===== config.mk =====
export PLATFORM = sky130hd
export DESIGN_NAME = eeprom_ctrl_top
export DESIGN_NICKNAME = d
export VERILOG_FILES = /design/src/source/eeprom_pkg.sv /design/src/source/eeprom_cmd_if.sv /design/src/source/axil_reg_decode.sv /design/src/source/twi_bit_engine.sv /design/src/source/xfer_result.sv /design/src/source/eeprom_ctrl_top.sv
export SDC_FILE = /design/constraint.sdc
export NUM_CORES = 1
export LEC_CHECK = 0
export ABC_CLOCK_PERIOD_IN_PS = 3000
export BUFFER_PORTS_ARGS = -buffer_cell sky130_fd_sc_hd__buf_2
export CAP_MARGIN = 25
export CORE_MARGIN = 1
export CORE_UTILIZATION = 57
export CTS_CLUSTER_SIZE = 12
export DETAILED_ROUTE_END_ITERATION = 8
export PLACE_DENSITY = 0.84
export SYNTH_ARGS = -nofsm -noshare
export SYNTH_HDL_FRONTEND = slang
export SYNTH_SLANG_ARGS = --single-unit
export TNS_END_PERCENT = 50

===== constraint.sdc =====
create_clock -name CLK -period 3 [get_ports CLK]
set_input_delay 0.6 -clock CLK [delete_from_list [all_inputs] [get_ports CLK]]
set_output_delay 0.6 -clock CLK [all_outputs]
set_load 0.01 [all_outputs]

===== src/source/eeprom_pkg.sv =====
`default_nettype none

package eeprom_pkg;

    typedef logic [10:0] ee_addr_t;    // byte address in a 24C16-class part
    typedef logic [7:0]  ee_byte_t;
    typedef logic [3:0]  axil_addr_t;
    typedef logic [31:0] axil_data_t;

    typedef enum logic
    {
        OP_WRITE = 1'b0,
        OP_READ  = 1'b1
    } cmd_op_t;

    localparam axil_addr_t REG_ADDR   = 4'h0;
    localparam axil_addr_t REG_WDATA  = 4'h4;
    localparam axil_addr_t REG_CTRL   = 4'h8;
    localparam axil_addr_t REG_STATUS = 4'hC;

    // upper nibble of every control byte
    localparam logic [3:0] DEV_CODE = 4'b1010;

endpackage

`default_nettype wire


===== src/source/eeprom_cmd_if.sv =====
`timescale 1ns/1ps
`default_nettype none

interface eeprom_cmd_if;
    logic                 cmd_valid;
    logic                 cmd_ready;
    eeprom_pkg::cmd_op_t  cmd_op;
    eeprom_pkg::ee_addr_t cmd_addr;
    eeprom_pkg::ee_byte_t cmd_wdata;
    logic                 done_pulse;   // one cycle, end of stop
    logic                 done_nack;
    eeprom_pkg::ee_byte_t done_rdata;

    modport decode (output cmd_valid, cmd_op, cmd_addr, cmd_wdata, input cmd_ready);
    modport engine (input cmd_valid, cmd_op, cmd_addr, cmd_wdata,
                    output cmd_ready, done_pulse, done_nack, done_rdata);
    modport result (input cmd_valid, cmd_ready, cmd_op, done_pulse, done_nack, done_rdata);
endinterface

`default_nettype wire


===== src/source/axil_reg_decode.sv =====
`timescale 1ns/1ps
`default_nettype none

module axil_reg_decode (
    input  logic                   CLK,
    input  logic                   RESET,
    input  eeprom_pkg::axil_addr_t s_awaddr,
    input  logic                   s_awvalid,
    output logic                   s_awready,
    input  eeprom_pkg::axil_data_t s_wdata,
    input  logic [3:0]             s_wstrb,
    input  logic                   s_wvalid,
    output logic                   s_wready,
    output logic [1:0]             s_bresp,
    output logic                   s_bvalid,
    input  logic                   s_bready,
    input  eeprom_pkg::axil_addr_t s_araddr,
    input  logic                   s_arvalid,
    output logic                   s_arready,
    output eeprom_pkg::axil_data_t s_rdata,
    output logic [1:0]             s_rresp,
    output logic                   s_rvalid,
    input  logic                   s_rready,
    eeprom_cmd_if.decode           cmd,
    input  logic                   st_busy,
    input  logic                   st_done,
    input  logic                   st_nack,
    input  eeprom_pkg::ee_byte_t   st_rdata,
    output logic                   st_clear
);
    localparam logic [1:0] RESP_OKAY   = 2'b00;
    localparam logic [1:0] RESP_SLVERR = 2'b10;

    eeprom_pkg::ee_addr_t   addr_reg;
    eeprom_pkg::ee_byte_t   wdata_reg;
    eeprom_pkg::axil_data_t rd_word;
    logic                   wr_hs;
    logic                   rd_hs;
    logic                   start_req;
    logic                   cmd_busy;

    assign wr_hs     = s_awready && s_awvalid && s_wready && s_wvalid;
    assign rd_hs     = s_arready && s_arvalid;
    assign start_req = (s_awaddr == eeprom_pkg::REG_CTRL) && s_wstrb[0]
                       && (s_wdata[0] || s_wdata[1]);
    assign cmd_busy  = cmd.cmd_valid || st_busy;    // pending or on the bus
    assign st_clear  = rd_hs && (s_araddr == eeprom_pkg::REG_STATUS);
    assign s_rresp   = RESP_OKAY;

    assign cmd.cmd_addr  = addr_reg;
    assign cmd.cmd_wdata = wdata_reg;

    always_ff @(posedge CLK)
    begin
        if (RESET)
        begin
            s_awready     <= 1'b0;
            s_wready      <= 1'b0;
            s_bvalid      <= 1'b0;
            s_arready     <= 1'b0;
            s_rvalid      <= 1'b0;
            cmd.cmd_valid <= 1'b0;
        end
        else
        begin
            // aw and w taken together, none while a response waits
            s_awready <= s_awvalid && s_wvalid && !s_awready && !s_bvalid;
            s_wready  <= s_awvalid && s_wvalid && !s_awready && !s_bvalid;
            if (wr_hs)
                s_bvalid <= 1'b1;
            else if (s_bready)
                s_bvalid <= 1'b0;

            s_arready <= s_arvalid && !s_arready && !s_rvalid;
            if (rd_hs)
                s_rvalid <= 1'b1;
            else if (s_rready)
                s_rvalid <= 1'b0;

            if (cmd.cmd_valid && cmd.cmd_ready)
                cmd.cmd_valid <= 1'b0;
            else if (wr_hs && start_req && !cmd_busy)
                cmd.cmd_valid <= 1'b1;
        end
    end

    always_ff @(posedge CLK)
    begin
        if (wr_hs)
        begin
            s_bresp <= (start_req && cmd_busy) ? RESP_SLVERR : RESP_OKAY;
            case (s_awaddr)
                eeprom_pkg::REG_ADDR:
                begin
                    if (s_wstrb[0])
                        addr_reg[7:0] <= s_wdata[7:0];
                    if (s_wstrb[1])
                        addr_reg[10:8] <= s_wdata[10:8];
                end
                eeprom_pkg::REG_WDATA:
                    if (s_wstrb[0])
                        wdata_reg <= s_wdata[7:0];
                eeprom_pkg::REG_CTRL:
                    if (start_req && !cmd_busy)     // write bit wins over read
                        cmd.cmd_op <= s_wdata[0] ? eeprom_pkg::OP_WRITE : eeprom_pkg::OP_READ;
                default: ;
            endcase
        end
        if (rd_hs)
            s_rdata <= rd_word;
    end

    always_comb
    begin
        rd_word = '0;
        case (s_araddr)
            eeprom_pkg::REG_ADDR:   rd_word[10:0] = addr_reg;
            eeprom_pkg::REG_WDATA:  rd_word[7:0] = wdata_reg;
            eeprom_pkg::REG_STATUS: rd_word = {16'h0, st_rdata, 5'h0, st_nack, st_done, st_busy};
            default: ;    // ctrl reads as zero
        endcase
    end

endmodule

`default_nettype wire


===== src/source/twi_bit_engine.sv =====
`timescale 1ns/1ps
`default_nettype none

module twi_bit_engine #(
    parameter int CLK_DIV = 4
) (
    input  logic         CLK,
    input  logic         RESET,
    eeprom_cmd_if.engine cmd,
    output logic         scl,
    output logic         sda_oe,
    input  logic         sda_in
);
    localparam int CW = (CLK_DIV > 1) ? $clog2(CLK_DIV) : 1;
    localparam logic [CW-1:0] LAST = CW'(CLK_DIV - 1);
    localparam logic [CW-1:0] MID  = CW'(CLK_DIV / 2);

    typedef enum logic [2:0]
    {
        S_IDLE,
        S_START,
        S_BYTE_OUT,
        S_ACK_IN,
        S_RESTART,
        S_BYTE_IN,
        S_NACK_OUT,
        S_STOP
    } state_t;

    state_t               state;
    logic [CW-1:0]        div_cnt;
    logic                 phase;        // 0 scl low half, 1 scl high half
    logic [2:0]           bit_cnt;
    logic [1:0]           byte_idx;
    logic                 nack_q;
    logic                 done_q;
    eeprom_pkg::cmd_op_t  op_q;
    eeprom_pkg::ee_addr_t addr_q;
    eeprom_pkg::ee_byte_t wdata_q;
    eeprom_pkg::ee_byte_t shreg;
    logic                 accept;
    logic                 half_end;
    logic                 mid;
    logic                 slot_end;

    assign accept   = (state == S_IDLE) && cmd.cmd_valid;
    assign half_end = (state != S_IDLE) && (div_cnt == LAST);
    assign mid      = (state != S_IDLE) && (div_cnt == MID);
    assign slot_end = half_end && phase;

    assign cmd.cmd_ready  = (state == S_IDLE);
    assign cmd.done_pulse = done_q;
    assign cmd.done_nack  = nack_q;
    assign cmd.done_rdata = shreg;

    always_ff @(posedge CLK)
    begin
        if (RESET)
        begin
            state    <= S_IDLE;
            div_cnt  <= '0;
            phase    <= 1'b0;
            bit_cnt  <= '0;
            byte_idx <= '0;
            nack_q   <= 1'b0;
            done_q   <= 1'b0;
            scl      <= 1'b1;
            sda_oe   <= 1'b0;
        end
        else
        begin
            done_q <= 1'b0;
            if (state == S_IDLE)
            begin
                div_cnt <= '0;
                phase   <= 1'b0;
                if (accept)
                begin
                    state    <= S_START;
                    bit_cnt  <= '0;
                    byte_idx <= '0;
                    nack_q   <= 1'b0;
                end
            end
            else
            begin
                div_cnt <= half_end ? '0 : div_cnt + 1'b1;
                if (half_end)
                begin
                    phase <= ~phase;
                    scl   <= phase ? (state == S_STOP) : 1'b1;   // low next slot unless done
                end

                // sda moves mid half; while scl high only for start and stop
                if (mid)
                begin
                    case (state)
                        S_START, S_RESTART: sda_oe <= phase;
                        S_BYTE_OUT: if (!phase) sda_oe <= ~shreg[7];
                        S_STOP:     sda_oe <= ~phase;
                        default:    if (!phase) sda_oe <= 1'b0;
                    endcase
                end

                if (slot_end)
                begin
                    case (state)
                        S_START, S_RESTART: state <= S_BYTE_OUT;
                        S_BYTE_OUT, S_BYTE_IN:
                        begin
                            bit_cnt <= bit_cnt + 1'b1;
                            if (bit_cnt == 3'd7)
                                state <= (state == S_BYTE_OUT) ? S_ACK_IN : S_NACK_OUT;
                        end
                        S_ACK_IN:
                        begin
                            if (sda_in)
                                nack_q <= 1'b1;     // sticky, keep going to stop
                            byte_idx <= byte_idx + 1'b1;
                            if (byte_idx == 2'd0)
                                state <= S_BYTE_OUT;
                            else if (byte_idx == 2'd1)
                                state <= (op_q == eeprom_pkg::OP_READ) ? S_RESTART : S_BYTE_OUT;
                            else
                                state <= (op_q == eeprom_pkg::OP_READ) ? S_BYTE_IN : S_STOP;
                        end
                        S_NACK_OUT: state <= S_STOP;
                        S_STOP:
                        begin
                            state  <= S_IDLE;
                            done_q <= 1'b1;
                        end
                        default: state <= S_IDLE;
                    endcase
                end
            end
        end
    end

    always_ff @(posedge CLK)
    begin
        if (accept)
        begin
            op_q    <= cmd.cmd_op;
            addr_q  <= cmd.cmd_addr;
            wdata_q <= cmd.cmd_wdata;
        end
        if (slot_end)
        begin
            case (state)
                S_START:    shreg <= {eeprom_pkg::DEV_CODE, addr_q[10:8], 1'b0};
                S_RESTART:  shreg <= {eeprom_pkg::DEV_CODE, addr_q[10:8], 1'b1};
                S_BYTE_OUT: shreg <= {shreg[6:0], 1'b0};
                S_BYTE_IN:  shreg <= {shreg[6:0], sda_in};
                S_ACK_IN:
                    if (byte_idx == 2'd0)
                        shreg <= addr_q[7:0];
                    else if (byte_idx == 2'd1)
                        shreg <= wdata_q;   // read path reloads at restart
                default: ;
            endcase
        end
    end

endmodule

`default_nettype wire


===== src/source/xfer_result.sv =====
`timescale 1ns/1ps
`default_nettype none

module xfer_result (
    input  logic                 CLK,
    input  logic                 RESET,
    eeprom_cmd_if.result         res,
    input  logic                 st_clear,
    output logic                 st_busy,
    output logic                 st_done,
    output logic                 st_nack,
    output eeprom_pkg::ee_byte_t st_rdata
);
    logic is_read;  // op of the transfer in flight

    always_ff @(posedge CLK)
    begin
        if (RESET)
        begin
            st_busy <= 1'b0;
            st_done <= 1'b0;
            st_nack <= 1'b0;
        end
        else
        begin
            if (res.cmd_valid && res.cmd_ready)
                st_busy <= 1'b1;
            else if (res.done_pulse)
                st_busy <= 1'b0;

            if (res.done_pulse)
            begin
                st_done <= 1'b1;
                st_nack <= res.done_nack;
            end
            else if (st_clear)
            begin
                st_done <= 1'b0;
                st_nack <= 1'b0;
            end
        end
    end

    always_ff @(posedge CLK)
    begin
        if (res.cmd_valid && res.cmd_ready)
            is_read <= (res.cmd_op == eeprom_pkg::OP_READ);
        if (res.done_pulse && is_read)
            st_rdata <= res.done_rdata;
    end

endmodule

`default_nettype wire


===== src/source/eeprom_ctrl_top.sv =====
`timescale 1ns/1ps
`default_nettype none

module eeprom_ctrl_top #(
    parameter int CLK_DIV = 4
) (
    input  logic                   CLK,
    input  logic                   RESET,
    input  eeprom_pkg::axil_addr_t s_awaddr,
    input  logic                   s_awvalid,
    output logic                   s_awready,
    input  eeprom_pkg::axil_data_t s_wdata,
    input  logic [3:0]             s_wstrb,
    input  logic                   s_wvalid,
    output logic                   s_wready,
    output logic [1:0]             s_bresp,
    output logic                   s_bvalid,
    input  logic                   s_bready,
    input  eeprom_pkg::axil_addr_t s_araddr,
    input  logic                   s_arvalid,
    output logic                   s_arready,
    output eeprom_pkg::axil_data_t s_rdata,
    output logic [1:0]             s_rresp,
    output logic                   s_rvalid,
    input  logic                   s_rready,
    output logic                   scl,
    output logic                   sda_oe,   // high pulls sda low
    input  logic                   sda_in
);
    logic                 st_busy;
    logic                 st_done;
    logic                 st_nack;
    logic                 st_clear;
    eeprom_pkg::ee_byte_t st_rdata;

    eeprom_cmd_if cmd_bus ();

    axil_reg_decode u_decode (
        .CLK       (CLK),
        .RESET     (RESET),
        .s_awaddr  (s_awaddr),
        .s_awvalid (s_awvalid),
        .s_awready (s_awready),
        .s_wdata   (s_wdata),
        .s_wstrb   (s_wstrb),
        .s_wvalid  (s_wvalid),
        .s_wready  (s_wready),
        .s_bresp   (s_bresp),
        .s_bvalid  (s_bvalid),
        .s_bready  (s_bready),
        .s_araddr  (s_araddr),
        .s_arvalid (s_arvalid),
        .s_arready (s_arready),
        .s_rdata   (s_rdata),
        .s_rresp   (s_rresp),
        .s_rvalid  (s_rvalid),
        .s_rready  (s_rready),
        .cmd       (cmd_bus.decode),
        .st_busy   (st_busy),
        .st_done   (st_done),
        .st_nack   (st_nack),
        .st_rdata  (st_rdata),
        .st_clear  (st_clear)
    );

    twi_bit_engine #(
        .CLK_DIV (CLK_DIV)
    ) u_engine (
        .CLK    (CLK),
        .RESET  (RESET),
        .cmd    (cmd_bus.engine),
        .scl    (scl),
        .sda_oe (sda_oe),
        .sda_in (sda_in)
    );

    xfer_result u_result (
        .CLK      (CLK),
        .RESET    (RESET),
        .res      (cmd_bus.result),
        .st_clear (st_clear),
        .st_busy  (st_busy),
        .st_done  (st_done),
        .st_nack  (st_nack),
        .st_rdata (st_rdata)
    );

endmodule

`default_nettype wire


==> reports/results.tsv, run 1 <==
metric	value	unit
hold_ws	0.402	ns
stdcell_count	431	
ir_drop	0.000449	V
status	complete, no violations	
required	3.00	ns
avgRoutedWirePerCell	15.2	µm
cts_tree	done	
grt_overflow	0	
diodes	0	
max_stage_delay	0.60	ns
cts_max_path_buffers	2	
min_path_type	in2reg	
swShare	0.244	
crit_family	simple AND/OR/NAND/NOR gates	
p_sw	583	µW
cp-end-kind	flop	
syn_area_per_cell	13.2	µm²
synthDistinctLibCells	49	
setup_viol	0	
synth-seq-cells	96	
crit_chain	nor3_1, nand2_1, inv_1	
io_pins	95	
finalCritPeriodShare	0.746	
via_count	2440	
ys_warn_count	0	
worst_pin_slew	0.883	ns
post_cts_buffers	0	
crit_path_start_kind	flop	
clock_sinks	96	
numPortBuffers	52	
grtUsageMet1	0.264	
cts_buffers	9	
cp_max_fo	20	
grt_usage	0.200	
finalMaxSlewViolations	0	
fp.dieH	85.2	µm
grt_use_met3	0.0360	
place_hpwl	4.73	mm
pwr-share-comb	0.044	
rows	29	
htreeDepth	3	
ys_seq_area_frac	0.672	
ctsResizeCount	0	
fin_util	0.674	
fillerInstances	474	
p_leak	0.00173	µW
reg2reg_from	u_engine.state[2]	
setup_tns	0	ns
synthArstFlopShare	0	
dieArea	7260	µm²
drt_first_pass_iters	4	
met2_usage	0.315	
drt_iter0_drc	295	
internal_power	1810	µW
synth_top_family_by_area	simple AND/OR/NAND/NOR gates	
finalWirelength	6.55	mm
antenna_left	0	
min_from	s_wdata[8]	
clock_latency	0.37	ns
final_nets	407	
grt_max_degree	22	
synth_compound_area_frac	0.0916	
vias_per_cell	5.66	
synth_xor_area_frac	0.00444	
p_clk_frac	0.353	
power_frac_seq	0.602	
rrSetupSlack	0.76	ns
synthMuxAreaShare	0.0282	
gp_congestion	0.819	
synth_fa_ha_area_frac	0.0190	
cp.arrival	2.24	ns
top_usage_layer	met2	
crit_slowest_cell	inv_1	
rsz0062_at_grt	false	
grt_pass1_vias	2241	
dp_cells	415	
synthToLayoutAreaGrowth	11.5	%
drive_above_1_share	0.215	
hold_viol	0	
synthFlopType	edfxtp_1	
path_class	reg2reg	
core	6530	µm²
drcViolationCount	0	
postCtsHoldBufs	0	
antenna_found_initial	0	
final.min_clock_period	2.24	ns
cts_root_buffer	clkbuf_8	
timing.fmax	447	MHz
startpoint	u_engine.state[2]	
initial_core_util	0.604	
synth-simple-area-share	0.118	
synth_cells	298	
grt_pass1_wl	10.8	mm
max_slew_margin	0.411	
clock_skew	0.0125	ns
maxCapViolations	0	
critPathBufInv	1	
power.density	543	nW/µm²
synth-edff-count	73	
netlist_area	3950	µm²
clkTransAtPathRegs	0.11	ns
die_width	85.2	µm
[worst reg2reg max path: cells and delay by family (launching register included)]
kind	cells	cell delay [ns]
and+or+nand+nor	2	0.82
DFF	1	0.46
buffers and inverters	1	0.60
[Yosys cell counts, types with 3 or more instances]
master / instances / share of area
a21oi_1: 12 / 0.015
a221o_1: 3 / 0.0076
a222oi_1: 3 / 0.0076
a22o_1: 8 / 0.018
and2_1: 8 / 0.013
buf_4: 21 / 0.040
clkbuf_1: 11 / 0.010
dfxtp_1: 23 / 0.12
edfxtp_1: 73 / 0.56
ha_1: 6 / 0.019
inv_1: 16 / 0.015
mux2i_1: 10 / 0.025
nand2_1: 20 / 0.019
nand2b_1: 5 / 0.0079
nand3_1: 4 / 0.0051
nand4_1: 4 / 0.0063
nor2_1: 14 / 0.013
nor3_1: 4 / 0.0051
nor4_1: 5 / 0.0079
o21ai_0: 9 / 0.011
[metrics by stage]
step                total power, µW  cell area, µm²  setup WS [ns]
floorplan                      1550            4010           1.14
global placement               1570            4190          0.845
detailed placement             1570            4190          0.727
CTS                            2410            4400          0.724
global route                   2480            4400          0.568
finish                         2390            4400          0.761
[power groups by stage]
stage / combinational [µW] / clock [µW] / sequential [µW]
2_1_floorplan: 83.8 / 0 / 1470
3_3_place_gp: 101 / 0 / 1470
3_5_place_dp: 105 / 0 / 1470
4_1_cts: 105 / 861 / 1440
5_1_grt: 117 / 918 / 1440
6_report: 105 / 845 / 1440
[metal layers]
metal | vias up | wire (µm)
met5 | - | 0
li1 | 1173 | -
met2 | 108 | 3140
met1 | 1147 | 2770
met4 | 0 | 163
met3 | 12 | 483
[cell usage in the layout, fill, tap and decap left out, types with 3 or more instances in the layout]
| cell type | instances |
|---|---|
| a221o_1 | 3 |
| and2_1 | 8 |
| nor2_1 | 14 |
| clkbuf_8 | 9 |
| nand2_1 | 20 |
| nand2b_1 | 5 |
| o21ai_0 | 9 |
| nand4_1 | 4 |
| buf_2 | 52 |
| ha_1 | 6 |
| nand3_1 | 4 |
| a22o_1 | 8 |
| conb_1 | 19 |
| a222oi_1 | 3 |
| clkinv_8 | 3 |
| nor4_1 | 5 |
| inv_1 | 16 |
| a21oi_1 | 12 |
| edfxtp_1 | 73 |
| nor3_1 | 4 |
| dfxtp_1 | 23 |
| mux2i_1 | 10 |
[area by class of cell]
cell class,count,area (µm²),area share
Multi-Input combinational cell,172,1100,0.251
Timing Repair Buffer,54,275,0.0626
Clock buffer,9,124,0.0282
Sequential cell,96,2650,0.603
Clock inverter,7,88.8,0.0202
Tap cell,77,96.3,0.0219
Inverter,16,60.1,0.0137
[sequential cells by signal, indices dropped and copies added, names as in the netlist, 2 cells and up]
register / cells
u_decode.cmd.cmd_addr: 11
u_engine.wdata_q: 8
u_engine.state: 3
u_engine.addr_q: 11
u_engine.cmd.done_rdata: 8
u_decode.cmd.cmd_wdata: 8
u_result.st_rdata: 8
u_engine.byte_idx: 2
u_engine.bit_cnt: 3
u_decode.s_rdata: 16
u_engine.div_cnt: 2
[path summary, 6_finish.rpt]
check	to	cells past startpoint
max	u_engine.addr_q[9]	3
min	u_decode.cmd.cmd_addr[8]	1
max reg2reg	u_engine.addr_q[9]	3
min reg2reg	u_engine.op_q	0
[kinds of logic (layout without fill, tap and decap cells)]
| kind of cell | after synthesis | in the layout |
|---|---|---|
| flops | 96 | 96 |
| simple gates | 84 | 84 |
| compound gates | 50 | 50 |
| buf+inv | 48 | 86 |
| mux | 11 | 11 |
| fa+ha+maj | 6 | 6 |
| xor+xnor | 2 | 2 |
| other cells | 1 | 19 |
Note: power is estimated with default switching activity, not from simulation.
==> run 2: changes to the inputs <==
Settings changed: ABC_AREA set to 1, ABC_CLOCK_PERIOD_IN_PS 3000 to 1830, CORE_UTILIZATION 57 to 48, PLACE_DENSITY 0.84 to 0.75.
Clock period 3 ns to 1.83 ns, I/O delays scaled along.
==> reports/results.tsv, run 2 <==
metric	value	unit
seq_area	2650	µm²
ctsResizeCount	0	
synth_top_area_share	0.549	
final_nets	487	
synth-edff-count	73	
multiInputGateArea	1060	µm²
synth.top_cells.by_count	edfxtp_1 (73), nand2_1 (68), inv_1 (40)	
largest_reg_flops	16	
dp_slack	0.190	ns
postCtsHoldBufs	0	
setup_viol	0	
timing.fmax	593	MHz
cts_buffers	9	
min_path_type	in2reg	
required	1.91	ns
via_count	2687	
die_width	93.2	µm
avgRoutedWirePerCell	13.7	µm
crit_chain	inv_1, nand3_1, nand2_4, inv_2, a31oi_2, buf_4	
finalCritPeriodShare	0.922	
cp.arrival	1.77	ns
dieArea	8690	µm²
rsz0062_at_grt	false	
cp_max_fo	9	
finalMaxSlewViolations	0	
yosysMostFrequentCell	edfxtp_1	
synthFlopType	edfxtp_1	
netlist_area	4000	µm²
numPortBuffers	52	
finalWirelength	7.33	mm
crit_slowest_cell	dfxtp_1	
synth_area_leader_cell	edfxtp_1	
synth_area_leaders	edfxtp_1 (55%), dfxtp_1 (12%), nand2_1 (6.4%), buf_4 (3.8%), inv_1 (3.8%)	
post_cts_buffers	0	
maxCapViolations	0	
synth_cells	363	
ys_seq_area_frac	0.664	
synthDistinctLibCells	30	
gp_congestion	0.782	
cp-end-kind	flop	
setup_tns	0	ns
p_clk_frac	0.296	
io_pins	95	
grt_pass1_vias	2522	
crit_path_start_kind	flop	
place_hpwl	5.38	mm
top_register	u_decode.s_rdata	
syn_area_per_cell	11.0	µm²
synth-seq-cells	96	
fillerInstances	632	
drcViolationCount	0	
cts_root_buffer	clkbuf_8	
mostFrequentLayoutCell	edfxtp_1	
power.density	969	nW/µm²
hold_ws	0.176	ns
drt_first_pass_iters	5	
antenna_left	0	
synthArstFlopShare	0	
vias_per_cell	5.01	
drt_iter0_drc	146	
cts_tree	done	
ys_warn_count	0	
final.min_clock_period	1.69	ns
path_class	reg2reg	
power.total	4420	µW
clock_skew	0.00956	ns
hold_viol	0	
initial_core_util	0.507	
swShare	0.290	
diodes	0	
drive_above_1_share	0.210	
synthToLayoutAreaGrowth	14.1	%
clock_latency	0.37	ns
htreeDepth	3	
p_leak	0.00189	µW
clkTransAtPathRegs	0.10	ns
grt_pass1_wl	11.8	mm
grt_usage	0.181	
worst_slack	0.143	ns
ir_drop	0.000435	V
status	complete, no violations	
core	7890	µm²
max_stage_delay	0.38	ns
final_cell_mix	edfxtp_1 (73), nand2_1 (68), buf_2 (52), inv_1 (40), nor2_1 (37)	
fp.dieH	93.2	µm
antenna_found_initial	0	
internal_power	3140	µW
pwr-share-comb	0.147	
clock_sinks	96	
grt_max_degree	21	
power_frac_seq	0.557	
rows	32	
cts_max_path_buffers	2	
p_sw	1280	µW
rrSetupSlack	0.14	ns
grt_overflow	0	
run 2: final timing paths:
path                       startpoint                         end  cells past startpoint
setup / recovery    u_engine.state[2]  u_engine.cmd.done_rdata[7]                      6
hold / removal             s_wdata[5]   u_decode.cmd.cmd_wdata[5]                      1
setup reg to reg    u_engine.state[2]  u_engine.cmd.done_rdata[7]                      6
hold reg to reg   u_decode.cmd.cmd_op               u_engine.op_q                      0
run 2: per-layer routing:
layer  track usage  share of wire  up-vias  routed length (µm)
li1              -              -     1328                   -
met4        0.0833          0.023        0                 165
met2         0.299           0.48       96                3530
met5             0              0        -                   0
met3        0.0431          0.050       18                 366
met1         0.226           0.45     1245                3270
run 2: cell families (layout without fill, tap and decap cells):
kind of cell,count (synthesis),after routing,share of synthesized area
AND/OR/NAND/NOR,151,151,0.164
flip-flops,96,96,0.664
other,1,19,0.000939
adder cells (fa/ha/maj),6,6,0.0188
buffers and inverters,71,124,0.0880
AO/OA/AOI/OAI,38,38,0.0645
run 2: final cells by class:
type                            count  share of cell area
Tap cell                          102              0.0280
Multi-Input combinational cell    214               0.234
Sequential cell                    96               0.582
Clock inverter                      7              0.0145
Inverter                           45              0.0370
Timing Repair Buffer               63              0.0779
Clock buffer                        9              0.0272
run 2: power groups by stage:
stage          Sequential (µW)  Combinational (µW)  Clock (µW)
6_report                  2460                 651        1310
5_1_grt                   2470                 731        1420
4_1_cts                   2460                 646        1330
3_5_place_dp              2510                 645           0
3_3_place_gp              2500                 616           0
2_1_floorplan             2500                 507           0
run 2: stage by stage:
step                utilization  std cells  cell area [µm²]
floorplan                     -        381             4070
global placement          0.554        520             4370
detailed placement        0.554        520             4370
CTS                       0.578        536             4560
global route              0.578        536             4560
finish                    0.578        536             4560
run 2: critical path: cells and delay by family, from the launching register on:
kind	cells	cell delay [ns]
AND/OR/NAND/NOR	2	0.37
AO/OA/AOI/OAI	1	0.19
flip-flops	1	0.38
buffers and inverters	3	0.48
==> run 3: changes to the inputs <==
Settings changed: SYNTH_HIERARCHICAL set to 1.
==> reports/results.tsv, run 3 <==
metric	value	unit
reg2reg_depth	6	
synth-seq-cells	97	
multiInputGateArea	1150	µm²
synth_compound_area_frac	0.0517	
drive_above_1_share	0.240	
ctsResizeCount	0	
hold_viol	0	
cp-end-kind	flop	
fp.dieH	95.1	µm
finalMaxSlewViolations	0	
synthToLayoutAreaGrowth	14.6	%
drcViolationCount	0	
yosysMostFrequentCell	nand2_1	
antenna_found_initial	0	
r2r-end	u_engine/cmd.done_rdata[3]	
hold_ws	0.187	ns
timing.fmax	578	MHz
status	complete, no violations	
synth_cells	393	
synth_xor_area_frac	0	
dieArea	9050	µm²
synth.top_cells.by_count	nand2_1 (96), edfxtp_1 (74), inv_1 (46)	
place_hpwl	5.57	mm
fillerInstances	687	
largest_reg_flops	16	
cts_buffers	9	
mostFrequentLayoutCell	nand2_1	
synthDistinctLibCells	35	
synth_fa_ha_area_frac	0.0180	
crit_path_start_kind	flop	
ys_warn_count	6	
min_path_type	in2reg	
stdcell_count	571	
rows	33	
synthArstFlopShare	0	
cts_max_path_buffers	2	
setup_viol	0	
power.density	842	nW/µm²
top_register	u_decode/s_rdata	
min_from	s_wdata[8]	
hold_path_depth	1	
synthMuxAreaShare	0	
die_width	95.1	µm
required	1.92	ns
synth-simple-area-share	0.189	
seq_area	2680	µm²
antenna_left	0	
clock_latency	0.36	ns
drt_first_pass_iters	5	
synth_area_leaders	edfxtp_1 (53%), dfxtp_1 (11%), nand2_1 (8.7%), buf_4 (4.1%), inv_1 (4.1%)	
drt_iter0_drc	95	
synth_top_family_by_area	simple AND/OR/NAND/NOR gates	
post_cts_buffers	0	
maxCapViolations	0	
rsz0062_at_grt	false	
final_nets	519	
grt_pass1_vias	2512	
io_pins	95	
initial_core_util	0.501	
gp_congestion	0.855	
ys_seq_area_frac	0.645	
htreeDepth	3	
core	8300	µm²
grt_usage	0.178	
path_class	reg2reg	
startpoint	u_engine/byte_idx[1]	
postCtsHoldBufs	0	
synth_top_area_share	0.534	
final.min_clock_period	1.73	ns
finalCritPeriodShare	0.945	
grt_max_degree	18	
grt_overflow	0	
syn_area_per_cell	10.6	µm²
avgRoutedWirePerCell	13.1	µm
p_leak	0.00201	µW
ir_drop	0.000514	V
rrSetupSlack	0.10	ns
cts_tree	done	
synthFlopType	edfxtp_1	
setup_tns	0	ns
cts_root_buffer	clkbuf_8	
clock_sinks	97	
netlist_area	4160	µm²
diodes	0	
clkTransAtPathRegs	0.09	ns
synth_area_leader_cell	edfxtp_1	
dp_cells	555	
grt_pass1_wl	11.8	mm
cp_max_fo	11	
reg2reg_from	u_engine/byte_idx[1]	
vias_per_cell	4.89	
finalWirelength	7.48	mm
holdPathEnd	u_decode/cmd.cmd_addr[8]	
final_cell_mix	nand2_1 (96), edfxtp_1 (74), buf_2 (52), inv_1 (46), nor2_1 (25)	
via_count	2792	
synth-edff-count	74	
clock_skew	0.00678	ns
cp.arrival	1.82	ns
numPortBuffers	52	
## run 3: cell count changes in the layout (fill, tap and decap cells not counted), sizes merged, moves of 4 or more
cell,before,now
a22o,10,2
inv,46,58
nand2,72,102
nand3,31,23
nor2,37,29
o211ai,2,8
o311ai,4,0
or2,0,7
## run 3: worst max-delay path by stage
stage                                      end  slack, ns
floorplan           u_engine/cmd.done_rdata[0]       0.14
global placement    u_engine/cmd.done_rdata[0]       0.26
detailed placement  u_engine/cmd.done_rdata[3]       0.16
CTS                 u_engine/cmd.done_rdata[3]       0.15
global route        u_engine/cmd.done_rdata[3]       0.04
finish              u_engine/cmd.done_rdata[3]       0.10
## run 3: worst max-delay path, cell delays in order (launching register included)
cell      delay [ns]
dfxtp_1         0.32
inv_1           0.08
ha_1            0.35
clkinv_1        0.13
buf_4           0.18
o211ai_1        0.23
o211ai_1        0.16
## run 3: report_power, final
| group | switching (µW) | internal (µW) | total, µW |
|---|---|---|---|
| clock network | 739 | 784 | 1520 |
| registers | 4.59 | 2360 | 2360 |
| logic | 85.7 | 44.3 | 130 |
## run 3: kinds of logic (layout without fill, tap and decap cells)
| logic type | count (synthesis) | in the layout |
|---|---|---|
| compound gates | 32 | 32 |
| fa+ha+maj | 6 | 6 |
| buf+inv | 83 | 138 |
| flops | 97 | 97 |
| other cells | 1 | 19 |
| simple gates | 174 | 174 |
## run 3: area by class of cell
| type | instances | area share |
|---|---|---|
| tap | 105 | 0.0275 |
| sequential | 97 | 0.562 |
| clock buffer | 9 | 0.0260 |
| timing repair buffer | 64 | 0.0761 |
| multi-input combinational | 231 | 0.242 |
| clock inverter | 7 | 0.0210 |
| inverter | 58 | 0.0456 |
## run 3: through the flow
stage / power [µW] / util / area [µm²] / setup slack [ns]
floorplan: 2510 / - / 4230 / 0.137
global placement: 2540 / 0.548 / 4550 / 0.258
detailed placement: 2540 / 0.548 / 4550 / 0.159
CTS: 4050 / 0.575 / 4770 / 0.149
global route: 4170 / 0.575 / 4770 / 0.0395
finish: 4020 / 0.575 / 4770 / 0.101
## run 3: layer usage
metal / routed length (µm) / GRT usage
met4: 172 / 0.0997
met3: 363 / 0.0327
met1: 3290 / 0.228
met2: 3660 / 0.286
met5: 0 / 0
